`src/csr_uart_pkg.sv`:
```
`default_nettype none

package csr_uart_pkg;

  // bus and character widths
  localparam int bus_width  = 32;
  localparam int byte_width = 8;

  // region bases, a region matches on address bits 31 to 11
  localparam logic [bus_width-1:0] ctrl_base = 32'hf000_0000;
  localparam logic [bus_width-1:0] uart_base = 32'hf000_1000;
  localparam logic [bus_width-1:0] leds_base = 32'hf000_3800;

  // control region offsets
  localparam logic [10:0] ctrl_reset_ofs      = 11'h000;
  localparam logic [10:0] ctrl_scratch_ofs    = 11'h004;
  localparam logic [10:0] ctrl_bus_errors_ofs = 11'h008;

  // uart region offsets
  localparam logic [10:0] uart_txdata_ofs = 11'h000;
  localparam logic [10:0] uart_status_ofs = 11'h004;
  localparam logic [10:0] uart_irq_en_ofs = 11'h008;

  // led region
  localparam logic [10:0] leds_out_ofs = 11'h000;

endpackage

`default_nettype wire

```
`src/uart_fifo_if.sv`:
```
`timescale 1ns/1ps
`default_nettype none

interface uart_fifo_if #(
  parameter int FIFO_DEPTH = 8
);

  logic [csr_uart_pkg::byte_width-1:0] wr_data;
  logic                                push;
  logic                                flush;
  // fill count, 0 up to FIFO_DEPTH
  logic [$clog2(FIFO_DEPTH + 1)-1:0]   level;

  // register block side
  modport producer (
    output wr_data,
    output push,
    output flush,
    input  level
  );

  // fifo storage side
  modport buffer (
    input  wr_data,
    input  push,
    input  flush,
    output level
  );

endinterface

`default_nettype wire

```
`src/csr_bus_regs.sv`:
```
`timescale 1ns/1ps
`default_nettype none

module csr_bus_regs #(
  parameter int FIFO_DEPTH = 8
) (
  input  wire                                 CLK_I,
  input  wire                                 RST_I,
  input  wire  [csr_uart_pkg::bus_width-1:0]  ADR_I,
  input  wire  [csr_uart_pkg::bus_width-1:0]  DAT_I,
  input  wire                                 CYC_I,
  input  wire                                 STB_I,
  input  wire                                 WE_I,
  // byte lanes are ignored, every register is one byte wide
  input  wire  [3:0]                          SEL_I,
  output logic [csr_uart_pkg::bus_width-1:0]  DAT_O,
  output logic                                ACK_O,
  output logic [csr_uart_pkg::byte_width-1:0] leds,
  output logic                                uart_interrupt,
  uart_fifo_if.producer                       fifo
);

  localparam int lw = $clog2(FIFO_DEPTH + 1);
  localparam int bw = csr_uart_pkg::byte_width;

  logic          ack_q;
  logic [bw-1:0] rd_q;
  logic [bw-1:0] reset_q;
  logic [bw-1:0] scratch_q;
  logic [bw-1:0] bus_errors_q;
  logic [bw-1:0] leds_q;
  logic [bw-1:0] irq_en_q;
  logic          irq_q;

  logic          req;
  logic          wr;
  logic [10:0]   ofs;
  logic          sel_ctrl;
  logic          sel_uart;
  logic          sel_leds;
  logic          hit;
  logic [bw-1:0] rd_byte;
  logic          fifo_full;
  logic          fifo_empty;
  logic [3:0]    level_field;
  logic          wr_reset;
  logic          wr_scratch;
  logic          wr_leds;
  logic          wr_irq_en;
  logic          wr_txdata;
  logic          bus_err;

  // new access only while no ack is pending
  assign req = CYC_I & STB_I & ~ACK_O;
  assign wr  = req & WE_I;
  assign ofs = ADR_I[10:0];

  assign sel_ctrl = ADR_I[31:11] == csr_uart_pkg::ctrl_base[31:11];
  assign sel_uart = ADR_I[31:11] == csr_uart_pkg::uart_base[31:11];
  assign sel_leds = ADR_I[31:11] == csr_uart_pkg::leds_base[31:11];

  assign fifo_full   = fifo.level == lw'(FIFO_DEPTH);
  assign fifo_empty  = fifo.level == '0;
  assign level_field = 4'(fifo.level);

  // offset decode and read mux
  always_comb begin
    hit     = 1'b0;
    rd_byte = '0;
    if (sel_ctrl) begin
      case (ofs)
        csr_uart_pkg::ctrl_reset_ofs: begin
          hit     = 1'b1;
          rd_byte = reset_q;
        end
        csr_uart_pkg::ctrl_scratch_ofs: begin
          hit     = 1'b1;
          rd_byte = scratch_q;
        end
        csr_uart_pkg::ctrl_bus_errors_ofs: begin
          hit     = 1'b1;
          rd_byte = bus_errors_q;
        end
        default: ;
      endcase
    end else if (sel_uart) begin
      case (ofs)
        // txdata is write only and reads 0
        csr_uart_pkg::uart_txdata_ofs: hit = 1'b1;
        csr_uart_pkg::uart_status_ofs: begin
          hit     = 1'b1;
          rd_byte = {level_field, 2'b00, fifo_empty, fifo_full};
        end
        csr_uart_pkg::uart_irq_en_ofs: begin
          hit     = 1'b1;
          rd_byte = irq_en_q;
        end
        default: ;
      endcase
    end else if (sel_leds) begin
      if (ofs == csr_uart_pkg::leds_out_ofs) begin
        hit     = 1'b1;
        rd_byte = leds_q;
      end
    end
  end

  assign wr_reset   = wr & sel_ctrl & (ofs == csr_uart_pkg::ctrl_reset_ofs);
  assign wr_scratch = wr & sel_ctrl & (ofs == csr_uart_pkg::ctrl_scratch_ofs);
  assign wr_leds    = wr & sel_leds & (ofs == csr_uart_pkg::leds_out_ofs);
  assign wr_irq_en  = wr & sel_uart & (ofs == csr_uart_pkg::uart_irq_en_ofs);
  assign wr_txdata  = wr & sel_uart & (ofs == csr_uart_pkg::uart_txdata_ofs);

  // unmapped access, or a byte dropped on a full fifo
  assign bus_err = req & (~hit | (wr_txdata & fifo_full));

  assign fifo.wr_data = DAT_I[bw-1:0];
  assign fifo.push    = wr_txdata & ~fifo_full;
  assign fifo.flush   = wr_reset & DAT_I[0];

  always_ff @(posedge CLK_I or posedge RST_I) begin
    if (RST_I) begin
      ack_q        <= 1'b0;
      reset_q      <= '0;
      scratch_q    <= '0;
      bus_errors_q <= '0;
      leds_q       <= '0;
      irq_en_q     <= '0;
      irq_q        <= 1'b0;
    end else begin
      ack_q <= req;
      irq_q <= irq_en_q[0] & fifo_empty;
      if (wr_reset) begin
        reset_q <= DAT_I[bw-1:0];
      end
      if (wr_scratch) begin
        scratch_q <= DAT_I[bw-1:0];
      end
      if (wr_leds) begin
        leds_q <= DAT_I[bw-1:0];
      end
      if (wr_irq_en) begin
        irq_en_q <= DAT_I[bw-1:0];
      end
      // wraps at 8 bits
      if (bus_err) begin
        bus_errors_q <= bus_errors_q + 1'b1;
      end
    end
  end

  // read data held for the ack cycle
  always_ff @(posedge CLK_I) begin
    if (req) begin
      rd_q <= rd_byte;
    end
  end

  assign ACK_O = ack_q;
  assign DAT_O = ack_q ? {{(csr_uart_pkg::bus_width - bw){1'b0}}, rd_q} : '0;
  assign leds  = leds_q;
  assign uart_interrupt = irq_q;

endmodule

`default_nettype wire

```
`src/csr_uart_top.sv`:
```
`timescale 1ns/1ps
`default_nettype none

module csr_uart_top #(
  parameter int FIFO_DEPTH   = 8,
  parameter int CLKS_PER_BIT = 16
) (
  input  wire                                 CLK_I,
  input  wire                                 RST_I,
  input  wire  [csr_uart_pkg::bus_width-1:0]  ADR_I,
  input  wire  [csr_uart_pkg::bus_width-1:0]  DAT_I,
  input  wire                                 CYC_I,
  input  wire                                 STB_I,
  input  wire                                 WE_I,
  input  wire  [3:0]                          SEL_I,
  output logic [csr_uart_pkg::bus_width-1:0]  DAT_O,
  output logic                                ACK_O,
  output logic                                txd,
  output logic                                uart_interrupt,
  output logic [csr_uart_pkg::byte_width-1:0] leds
);

  logic [csr_uart_pkg::byte_width-1:0] rd_data;
  logic                                empty;
  logic                                pop;

  // register block to fifo write side
  uart_fifo_if #(.FIFO_DEPTH(FIFO_DEPTH)) fifo_bus ();

  csr_bus_regs #(
    .FIFO_DEPTH(FIFO_DEPTH)
  ) csr_bus_regs_inst (
    .CLK_I          (CLK_I),
    .RST_I          (RST_I),
    .ADR_I          (ADR_I),
    .DAT_I          (DAT_I),
    .CYC_I          (CYC_I),
    .STB_I          (STB_I),
    .WE_I           (WE_I),
    .SEL_I          (SEL_I),
    .DAT_O          (DAT_O),
    .ACK_O          (ACK_O),
    .leds           (leds),
    .uart_interrupt (uart_interrupt),
    .fifo           (fifo_bus.producer)
  );

  uart_tx_fifo #(
    .FIFO_DEPTH(FIFO_DEPTH)
  ) uart_tx_fifo_inst (
    .CLK_I   (CLK_I),
    .RST_I   (RST_I),
    .pop     (pop),
    .fifo    (fifo_bus.buffer),
    .rd_data (rd_data),
    .empty   (empty)
  );

  uart_tx_serializer #(
    .CLKS_PER_BIT(CLKS_PER_BIT)
  ) uart_tx_serializer_inst (
    .CLK_I   (CLK_I),
    .RST_I   (RST_I),
    .rd_data (rd_data),
    .empty   (empty),
    .pop     (pop),
    .txd     (txd)
  );

endmodule

`default_nettype wire

```
`src/uart_tx_fifo.sv`:
```
`timescale 1ns/1ps
`default_nettype none

module uart_tx_fifo #(
  parameter int FIFO_DEPTH = 8
) (
  input  wire                                 CLK_I,
  input  wire                                 RST_I,
  input  wire                                 pop,
  uart_fifo_if.buffer                         fifo,
  output logic [csr_uart_pkg::byte_width-1:0] rd_data,
  output logic                                empty
);

  localparam int aw = $clog2(FIFO_DEPTH);
  localparam int lw = $clog2(FIFO_DEPTH + 1);

  logic [csr_uart_pkg::byte_width-1:0] mem [FIFO_DEPTH];
  logic [aw-1:0]                       wr_ptr;
  logic [aw-1:0]                       rd_ptr;
  logic [lw-1:0]                       count;
  logic                                do_push;
  logic                                do_pop;

  // a push on a full fifo is refused here as well
  assign do_push = fifo.push & (count != lw'(FIFO_DEPTH));
  assign do_pop  = pop & ~empty;

  always_ff @(posedge CLK_I or posedge RST_I) begin
    if (RST_I) begin
      wr_ptr <= '0;
      rd_ptr <= '0;
      count  <= '0;
    end else if (fifo.flush) begin
      wr_ptr <= '0;
      rd_ptr <= '0;
      count  <= '0;
    end else begin
      if (do_push) begin
        wr_ptr <= wr_ptr + 1'b1;
      end
      if (do_pop) begin
        rd_ptr <= rd_ptr + 1'b1;
      end
      // pointers wrap since depth is a power of two
      case ({do_push, do_pop})
        2'b10:   count <= count + 1'b1;
        2'b01:   count <= count - 1'b1;
        default: ;
      endcase
    end
  end

  always_ff @(posedge CLK_I) begin
    if (do_push && !fifo.flush) begin
      mem[wr_ptr] <= fifo.wr_data;
    end
  end

  // head of queue shows without a read cycle
  assign rd_data    = mem[rd_ptr];
  assign empty      = count == '0;
  assign fifo.level = count;

endmodule

`default_nettype wire

```
`src/uart_tx_serializer.sv`:
```
`timescale 1ns/1ps
`default_nettype none

module uart_tx_serializer #(
  parameter int CLKS_PER_BIT = 16
) (
  input  wire                                CLK_I,
  input  wire                                RST_I,
  input  wire [csr_uart_pkg::byte_width-1:0] rd_data,
  input  wire                                empty,
  output logic                               pop,
  output logic                               txd
);

  localparam int cw = (CLKS_PER_BIT > 1) ? $clog2(CLKS_PER_BIT) : 1;
  // start bit, eight data bits, stop bit
  localparam int frame_bits = csr_uart_pkg::byte_width + 2;

  logic                  busy;
  logic [cw-1:0]         clk_cnt;
  logic [3:0]            bit_cnt;
  logic [frame_bits-1:0] shreg;
  logic                  bit_done;

  assign bit_done = clk_cnt == cw'(CLKS_PER_BIT - 1);

  // take the head as soon as the line is free
  assign pop = ~busy & ~empty;

  always_ff @(posedge CLK_I or posedge RST_I) begin
    if (RST_I) begin
      busy    <= 1'b0;
      clk_cnt <= '0;
      bit_cnt <= '0;
      // all ones keeps the line at mark
      shreg   <= '1;
    end else if (pop) begin
      busy    <= 1'b1;
      clk_cnt <= '0;
      bit_cnt <= '0;
      shreg   <= {1'b1, rd_data, 1'b0};
    end else if (busy) begin
      if (bit_done) begin
        clk_cnt <= '0;
        // shift in ones so the line idles high
        shreg   <= {1'b1, shreg[frame_bits-1:1]};
        if (bit_cnt == 4'(frame_bits - 1)) begin
          busy <= 1'b0;
        end else begin
          bit_cnt <= bit_cnt + 1'b1;
        end
      end else begin
        clk_cnt <= clk_cnt + 1'b1;
      end
    end
  end

  assign txd = shreg[0];

endmodule

`default_nettype wire
```
`config.mk`:
```
export PLATFORM = sky130hd
export DESIGN_NAME = csr_uart_top
export DESIGN_NICKNAME = d
export VERILOG_FILES = /design/src/csr_uart_pkg.sv /design/src/uart_fifo_if.sv /design/src/csr_bus_regs.sv /design/src/csr_uart_top.sv /design/src/uart_tx_fifo.sv /design/src/uart_tx_serializer.sv
export SDC_FILE = /design/constraint.sdc
export NUM_CORES = 1
export LEC_CHECK = 0
export BUFFER_PORTS_ARGS = -buffer_cell sky130_fd_sc_hd__buf_2
export CORE_MARGIN = 10
export CORE_UTILIZATION = 40
export CTS_CLUSTER_SIZE = 30
export DETAILED_ROUTE_END_ITERATION = 7
export GPL_TIMING_DRIVEN = 1
export PLACE_DENSITY_LB_ADDON = 0.05
export SYNTH_ARGS = -nofsm -noshare
export SYNTH_HDL_FRONTEND = slang
export SYNTH_HIERARCHICAL = 1
export SYNTH_SLANG_ARGS = --single-unit
```
`constraint.sdc`:
```
create_clock -name CLK_I -period 3.4 [get_ports CLK_I]
set_input_delay 0.34 -clock CLK_I [delete_from_list [all_inputs] [get_ports CLK_I]]
set_output_delay 0.34 -clock CLK_I [all_outputs]
set_load 0.05 [all_outputs]
```
==> summary.md, run 1 <==
| Metric | Value |
|---|---|
| Synthesized instance count | 525 |
| Dominant synthesized flop cell | edfxtp_1 |
| Critical path class | input pin to register |
| P_leak | 3.33 nW |
| Crit-path slowest cell | nor4_1 |
| Pre-antenna DRT Iters | 5 |
| Num Clock Sinks | 142 |
| WL met1 | 7.65 mm |
| Final cell count without fillers | 835 |
| Routed via count | 4549 |
| Largest net degree at the start of global routing | 30 |
| Inserted Clock Buffers | 17 |
| Most frequent cells after synthesis | 72 x edfxtp_1, 61 x dfrtp_1, 35 x mux2_2 |
| Hold Fails Final Rpt | 0 |
| CP max stage delay | 0.47 ns |
| Clock Pin Slew Worst Setup and Hold Paths | 0.06 ns |
| Ant. Diodes | 0 |
| Clk_lat worst skew | 0.42 ns |
| First-pass GRT wire length | 26.5 mm |
| Setup Buffers After CTS | 0 |
| Outcome | finished clean |
| Grt ovf | 0 |
| Vias per cell | 5.45 |
| Critical path peak fanout | 9 |
| Setup TNS Final | 0 ns |
| Cells along the critical path | buf_2 > nor4_4 > nand4b_4 > or2_2 > nor4_1 > buf_4 > a21oi_4 > ha_1 > a31o_2 > a32oi_1 > mux2_4 |
| Share of post-route cells with drive strength above 1 | 33.4% |
| DRT iter0 DRCs | 409 |
| H-tree Lvls | 4 |
| P&R area growth vs syn | 15.0% |
| Arr. time, crit path | 3.30 ns |
| Synth top area share | 30.6% |
| Pwr dens | 489 mW/mm² |
| Initial Util | 40.8% |
| Critical Path RT | 3.70 ns |
| # DRC | 0 |
| Hold path startpoint | DAT_I[1] |
| Yosys reg bits | 142 |
| Met3 wire len | 816 µm |
| RR Startpoint | uart_tx_fifo_inst/fifo.level[3] |
| Number of global-route vias before repair | 4656 |
| Highest Signal Layer | met4 |
| DP Wirelength | 12.0 mm |
| Largest area contributor in the netlist | edfxtp_1 |
| Total Power | 3.97 mW |
| Worst vdd ir | 0.354 mV |
| Core area | 0.0173 mm² |
| Nets@finish | 678 |
| WL/cell | 20.1 µm |
| Number of enable flip-flop cells after synthesis | 72 |
| FP Rows | 48 |
| # setup viols final | 0 |
| Register area share after synthesis | 55.6% |
| Max_slew headroom | 40.0% |
| Clock Tree Root | clkbuf_16 |
| MaxCap Viol Count | 0 |
| Unrepaired setup endpoints after global routing | false |
| Hold Path Class | input pin to register |
| Post-synthesis cell area | 0.00707 mm² |
| FMAX | 0.334 GHz |
| Bufs on Longest Clock Path | 2 |
| GRT Total Usage | 14.5% |
| Placer Congestion | 0.859 |
| Yosys cell types | 79 |
| Synth async-reset ratio | 49.3% |
| Pins Over Slew Limit | 0 |
| CP Launch Type | input pin |
| Final Skew | 0.00910 ns |
| Critical Path Source | ADR_I[24] |
| Number of port buffers | 63 |
| Wire length on met2 | 8.10 mm |
| I/O Pins | 116 |
| Antenna viol nets, final | 0 |
| Die width | 153 µm |
| Mean Syn Cell Area | 13.5 µm² |
| Synth top area cells | edfxtp_1 31%, dfrtp_1 22%, mux2_2 5.6% |
| Synth Warn # | 6 |
| DIE AREA | 0.0234 mm² |
| Worst Tran Pin Value | 0.900 ns |
| Post-route minimum period | 3.00 ns |
| Setup crit end kind | register |
| WL final | 16.8 mm |
| Final period util | 88.1% |
| Initial antenna violation count | 0 |
| Count leader, synth | edfxtp_1 |
| Dpl cells | 802 |
| Die Ht | 153 µm |
| TritonCTS clock tree | yes |
-- what timing repair did --
item | 4_1_cts | 5_1_grt
hold buffers | 1 | 0
endpoints found under the hold margin | 23 | 0
resized for setup | 0 | 0
-- sequential cells by signal, summed over array words and instances, names as in the netlist --
signal and cells:
uart_tx_serializer_inst/clk_cnt 4, csr_bus_regs_inst/rd_q 8, uart_tx_fifo_inst/fifo.level 4, csr_bus_regs_inst/uart_interrupt 1, csr_bus_regs_inst/reset_q 8, uart_tx_serializer_inst/shreg 9, csr_bus_regs_inst/leds 8, uart_tx_fifo_inst/rd_ptr 3
csr_bus_regs_inst/scratch_q 8, csr_bus_regs_inst/bus_errors_q 8, uart_tx_serializer_inst/busy 1, uart_tx_serializer_inst/bit_cnt 4, csr_bus_regs_inst/irq_en_q 8, csr_bus_regs_inst/ACK_O 1, uart_tx_fifo_inst/mem 64, uart_tx_fifo_inst/wr_ptr 3
-- metrics by stage --
step	utilization [%]	hold slack, ns	area, µm²	setup WS (ns)
global placement	43.5	0.382	7530	0.0582
CTS	47.0	0.294	8130	0.466
detailed placement	43.5	0.385	7530	0.0138
global route	47.0	0.299	8130	0.155
floorplan	-	0.180	7150	0.132
finish	47.0	0.298	8130	0.405
-- report_power, final --
part	internal (mW)	total [mW]	switching (mW)	leakage [nW]
clock network	1.09	1.84	0.745	0.280
logic	0.0736	0.257	0.183	1.49
registers	1.84	1.88	0.0369	1.56
-- final cells by class --
cell class                      count  area [µm²]
Fill cell                        1540        9170
Sequential cell                   142        3930
Multi-Input combinational cell    339        2800
Timing Repair Buffer               87         498
Clock buffer                       18         429
Tap cell                          225         282
Clock inverter                     14         156
Inverter                           10        42.5
-- placed cells by master (no fill, tap or decap), types with 9 or more instances in the layout --
cell / instances
dfrtp_1: 61
nor2_1: 21
conb_1: 24
mux2i_1: 15
nand2_1: 25
dfstp_2: 9
a21oi_1: 16
clkbuf_16: 17
mux4_2: 16
buf_4: 23
nand3_1: 19
nor3_1: 10
edfxtp_1: 72
and2_1: 11
buf_2: 63
mux2_2: 35
-- cells by family after synthesis --
kind of cell	count (synthesis)	share of synthesized area (%)
buffers and inverters	67	6.11
and+or+nand+nor	145	13.6
adders and majority gates	8	1.42
muxes	72	13.8
AOI/OAI and AO/OA	79	8.08
xor gates and xnor gates	11	1.36
other	1	0.0531
DFF	142	55.6
-- worst paths after layout --
path | slack [ns] | end | cells past startpoint
worst min-delay path | 0.30 | uart_tx_fifo_inst/mem[7][1] | 1
min in group asynchronous | 0.49 | uart_tx_fifo_inst/wr_ptr[2] | 3
worst min register to register | 0.45 | uart_tx_serializer_inst/shreg[0] | 2
worst max register to register | 0.52 | uart_tx_fifo_inst/fifo.level[3] | 9
max in group asynchronous | 2.16 | csr_bus_regs_inst/irq_en_q[2] | 4
worst max-delay path | 0.40 | uart_tx_fifo_inst/fifo.level[3] | 11
-- critical path: cells and delay by family --
kind	cells	cell delay (ns)
AO/OA/AOI/OAI	3	0.57
adder cells (fa/ha/maj)	1	0.34
buffers and inverters	2	0.39
multiplexers	1	0.32
AND/OR/NAND/NOR	4	1.34
-- layer usage --
layer  global-route usage, %  vias up
met5                       0        -
met4                    4.81        0
met3                    3.59       19
met2                    23.0      131
met1                    18.8     2311
li1                        -     2088
Power figures use the tool's default switching activity.
==> inputs of run 2 (changes only) <==
Clock period 3.4 ns to 2.75 ns, I/O delays scaled along.
==> run 2 against run 1 <==
Compared with the run above:
- power up 24%
- global-route usage increased by 0.052 points
- first-iteration DRC count fell by 36%
- core utilization up 1.8 points
- cell area rose by 3.8%
- critical endpoint unchanged
- largest power group unchanged
- highest routed layer unchanged
==> summary.md, run 2 (synthesis results as in run 1) <==
| Metric | Value |
|---|---|
| Worst vdd ir | 0.416 mV (was 0.354 mV) |
| Design area | 0.00844 mm² (was 0.00813 mm²) |
| Bufs on Longest Clock Path | 2 (unchanged) |
| Worst Tran Pin Value | 1.12 ns (was 0.900 ns) |
| Final cell count without fillers | 865 (was 835) |
| Pwr dens | 585 mW/mm² (was 489 mW/mm²) |
| R2R depth | 10 (was 9) |
| Die width | 153 µm (unchanged) |
| Setup crit end kind | register (unchanged) |
| Vias per cell | 5.29 (was 5.45) |
| FMAX | 0.389 GHz |
| P&R area growth vs syn | 19.4% (was 15.0%) |
| Critical Path Source | uart_tx_fifo_inst/fifo.level[0] (was ADR_I[24]) |
| Cells along the critical path | or3_1 > nor2_1 > or2_1 > clkinv_4 > o41ai_2 > a21oi_4 > ha_4 > a31o_2 > a32oi_1 > mux2_4 (was buf_2 > nor4_4 > nand4b_4 > or2_2 > nor4_1 > buf_4 > a21oi_4 > ha_1 > a31o_2 > a32oi_1 > mux2_4) |
| Placer Congestion | 0.793 (was 0.859) |
| P_leak | 3.53 nW (was 3.33 nW) |
| Hold path startpoint | DAT_I[2] (was DAT_I[1]) |
| WL final | 16.7 mm (was 16.8 mm) |
| Final Skew | 0.0128 ns (was 0.00910 ns) |
| Setup Buffers After CTS | 0 (unchanged) |
| Combinational share of power | 6.5% (about the same) |
| Unrepaired setup endpoints after global routing | false (unchanged) |
| Reg power frac | 47.0% (was 47.3%) |
| DRT iter0 DRCs | 261 (was 409) |
| Antenna viol nets, final | 0 (unchanged) |
| Hold Fails Final Rpt | 0 (unchanged) |
| Pre-antenna DRT Iters | 4 (was 5) |
| Register-to-register setup slack | 0.18 ns (was 0.52 ns) |
| Max_slew headroom | 24.6% (was 40.0%) |
| Hold Path Sink | uart_tx_fifo_inst/mem[1][2] (was uart_tx_fifo_inst/mem[7][1]) |
| Grt ovf | 0 (unchanged) |
| R2r endpoint | uart_tx_fifo_inst/fifo.level[3] (unchanged) |
| Nets@finish | 708 (was 678) |
| Initial antenna violation count | 0 (unchanged) |
| # DRC | 0 (unchanged) |
| FP Rows | 48 (unchanged) |
| I/O Pins | 116 (unchanged) |
| Clk_lat worst skew | 0.43 ns (was 0.42 ns) |
| Final-layout fill cell count | 1598 (was 1540) |
| Max reg flops | 64 (unchanged) |
| MaxCap Viol Count | 0 (unchanged) |
| Number of port buffers | 63 (unchanged) |
| CP max stage delay | 0.41 ns (was 0.47 ns) |
| H-tree Lvls | 4 (unchanged) |
| Hold_ws | 0.197 ns (was 0.298 ns) |
| Clock Tree Root | clkbuf_16 (unchanged) |
| RR Startpoint | uart_tx_fifo_inst/fifo.level[0] (was uart_tx_fifo_inst/fifo.level[3]) |
| Commonest non-fill, non-tap cells in the layout | 72 x edfxtp_1, 63 x buf_2, 61 x dfrtp_1, 53 x buf_4, 35 x mux2_2 (was 72 x edfxtp_1, 63 x buf_2, 61 x dfrtp_1, 35 x mux2_2, 25 x nand2_1) |
| Internal power | 3.61 mW (was 3.01 mW) |
| Outcome | finished clean (unchanged) |
| Num Clock Sinks | 142 (unchanged) |
| Critical path class | register to register (was input pin to register) |
| Switching share of power | 26.9% (was 24.3%) |
| Post-route minimum period | 2.57 ns |
| GRT Total Usage | 14.5% (about the same) |
| CP Launch Type | register (was input pin) |
| Sw Pwr | 1.33 mW (was 0.965 mW) |
| Final period util | 93.6% |
| Clock group share of total power | 46.5% (was 46.2%) |
| TritonCTS clock tree | yes (unchanged) |
| Clock Pin Slew Worst Setup and Hold Paths | 0.07 ns (was 0.06 ns) |
| Setup WS pre-CTS | -0.182 ns (was 0.0138 ns) |
| Top reg by flops | uart_tx_fifo_inst/mem (unchanged) |
| Final setup margin | 0.176 ns (was 0.405 ns) |
| Largest regs | uart_tx_fifo_inst/mem: 64 flops, uart_tx_serializer_inst/shreg: 9 flops (unchanged) |
| DP Wirelength | 12.2 mm (was 12.0 mm) |
| Setup TNS Final | 0 ns (unchanged) |
| Die Ht | 153 µm (unchanged) |
| Inserted Clock Buffers | 17 (unchanged) |
| Critical path peak fanout | 4 (was 9) |
| Initial Util | 40.8% (unchanged) |
| Arr. time, crit path | 2.88 ns (was 3.30 ns) |
| Pins Over Slew Limit | 0 (unchanged) |
| Largest net degree at the start of global routing | 29 (was 30) |
| Commonest non-fill, non-tap cell in the layout | edfxtp_1 (unchanged) |
| Hold Path Class | input pin to register (unchanged) |
| WL/cell | 19.3 µm (was 20.1 µm) |
| # setup viols final | 0 (unchanged) |
| Critical Path RT | 3.05 ns (was 3.70 ns) |
| Crit-path slowest cell | or3_1 (was nor4_1) |
| DIE AREA | 0.0234 mm² (unchanged) |
| Dpl cells | 832 (was 802) |
| Share of post-route cells with drive strength above 1 | 37.5% (was 33.4%) |
| Worst hold path depth | 1 (unchanged) |
| Routed via count | 4573 (was 4549) |
| Number of global-route vias before repair | 4775 (was 4656) |
| Dpl cell area | 0.00780 mm² (was 0.00753 mm²) |
| First-pass GRT wire length | 26.8 mm (was 26.5 mm) |
| Core area | 0.0173 mm² (unchanged) |
| Ant. Diodes | 0 (unchanged) |
==> run 2: how the worst max path moves through the flow <==
stage | end | slack [ns] | cells after the start
3_3_place_gp | uart_tx_fifo_inst/mem[0][7] | -0.12 | 12
3_5_place_dp | uart_tx_fifo_inst/mem[1][7] | -0.18 | 12
5_1_grt | uart_tx_fifo_inst/fifo.level[3] | 0.01 | 10
2_1_floorplan | uart_tx_fifo_inst/mem[2][0] | -0.01 | 9
6_report | uart_tx_fifo_inst/fifo.level[3] | 0.18 | 10
4_1_cts | uart_tx_fifo_inst/mem[1][0] | 0.15 | 10
==> run 2: area by class of cell <==
type,instances,area (µm²),area share (%)
Clock inverter,15,190,2.25
Tap cell,225,282,3.34
Multi-Input combinational cell,339,2850,33.8
Inverter,10,42.5,0.504
Timing Repair Buffer,117,723,8.57
Clock buffer,17,425,5.04
Sequential cell,142,3930,46.5
==> run 2: metrics by stage <==
stage	util (%)	power [mW]
final	48.8	4.94
after detailed placement	45.1	2.69
after global placement	45.1	2.68
after CTS	48.7	5.01
after global routing	48.8	5.15
after floorplan	-	2.60
==> run 2: worst max-delay path: cells and delay by family, from the launching register on <==
| family | cells | cell delay (ns) |
|---|---|---|
| flip-flops | 1 | 0.40 |
| buffers and inverters | 1 | 0.06 |
| multiplexers | 1 | 0.32 |
| AND/OR/NAND/NOR | 3 | 0.80 |
| AO/OA/AOI/OAI | 4 | 0.64 |
| adder cells (fa/ha/maj) | 1 | 0.25 |
==> run 2: power groups by stage <==
stage | combinational (mW) | clock, mW | sequential (mW)
after CTS | 0.325 | 2.36 | 2.32
after global routing | 0.356 | 2.46 | 2.33
after floorplan | 0.248 | 0 | 2.35
after global placement | 0.317 | 0 | 2.37
final | 0.322 | 2.30 | 2.32
after detailed placement | 0.323 | 0 | 2.37
==> run 2: repair_timing <==
item	CTS	global route
gates resized for setup	0	1
hold buffers	1	0
setup endpoints to repair	0	32
endpoints found under the hold margin	19	0
==> run 2: layer usage <==
layer,routed length (µm),vias up,track usage [%]
met5,0,-,0
met4,210,0,4.59
met3,887,16,3.84
met2,7730,114,22.7
met1,7850,2293,19.2
li1,-,2150,-
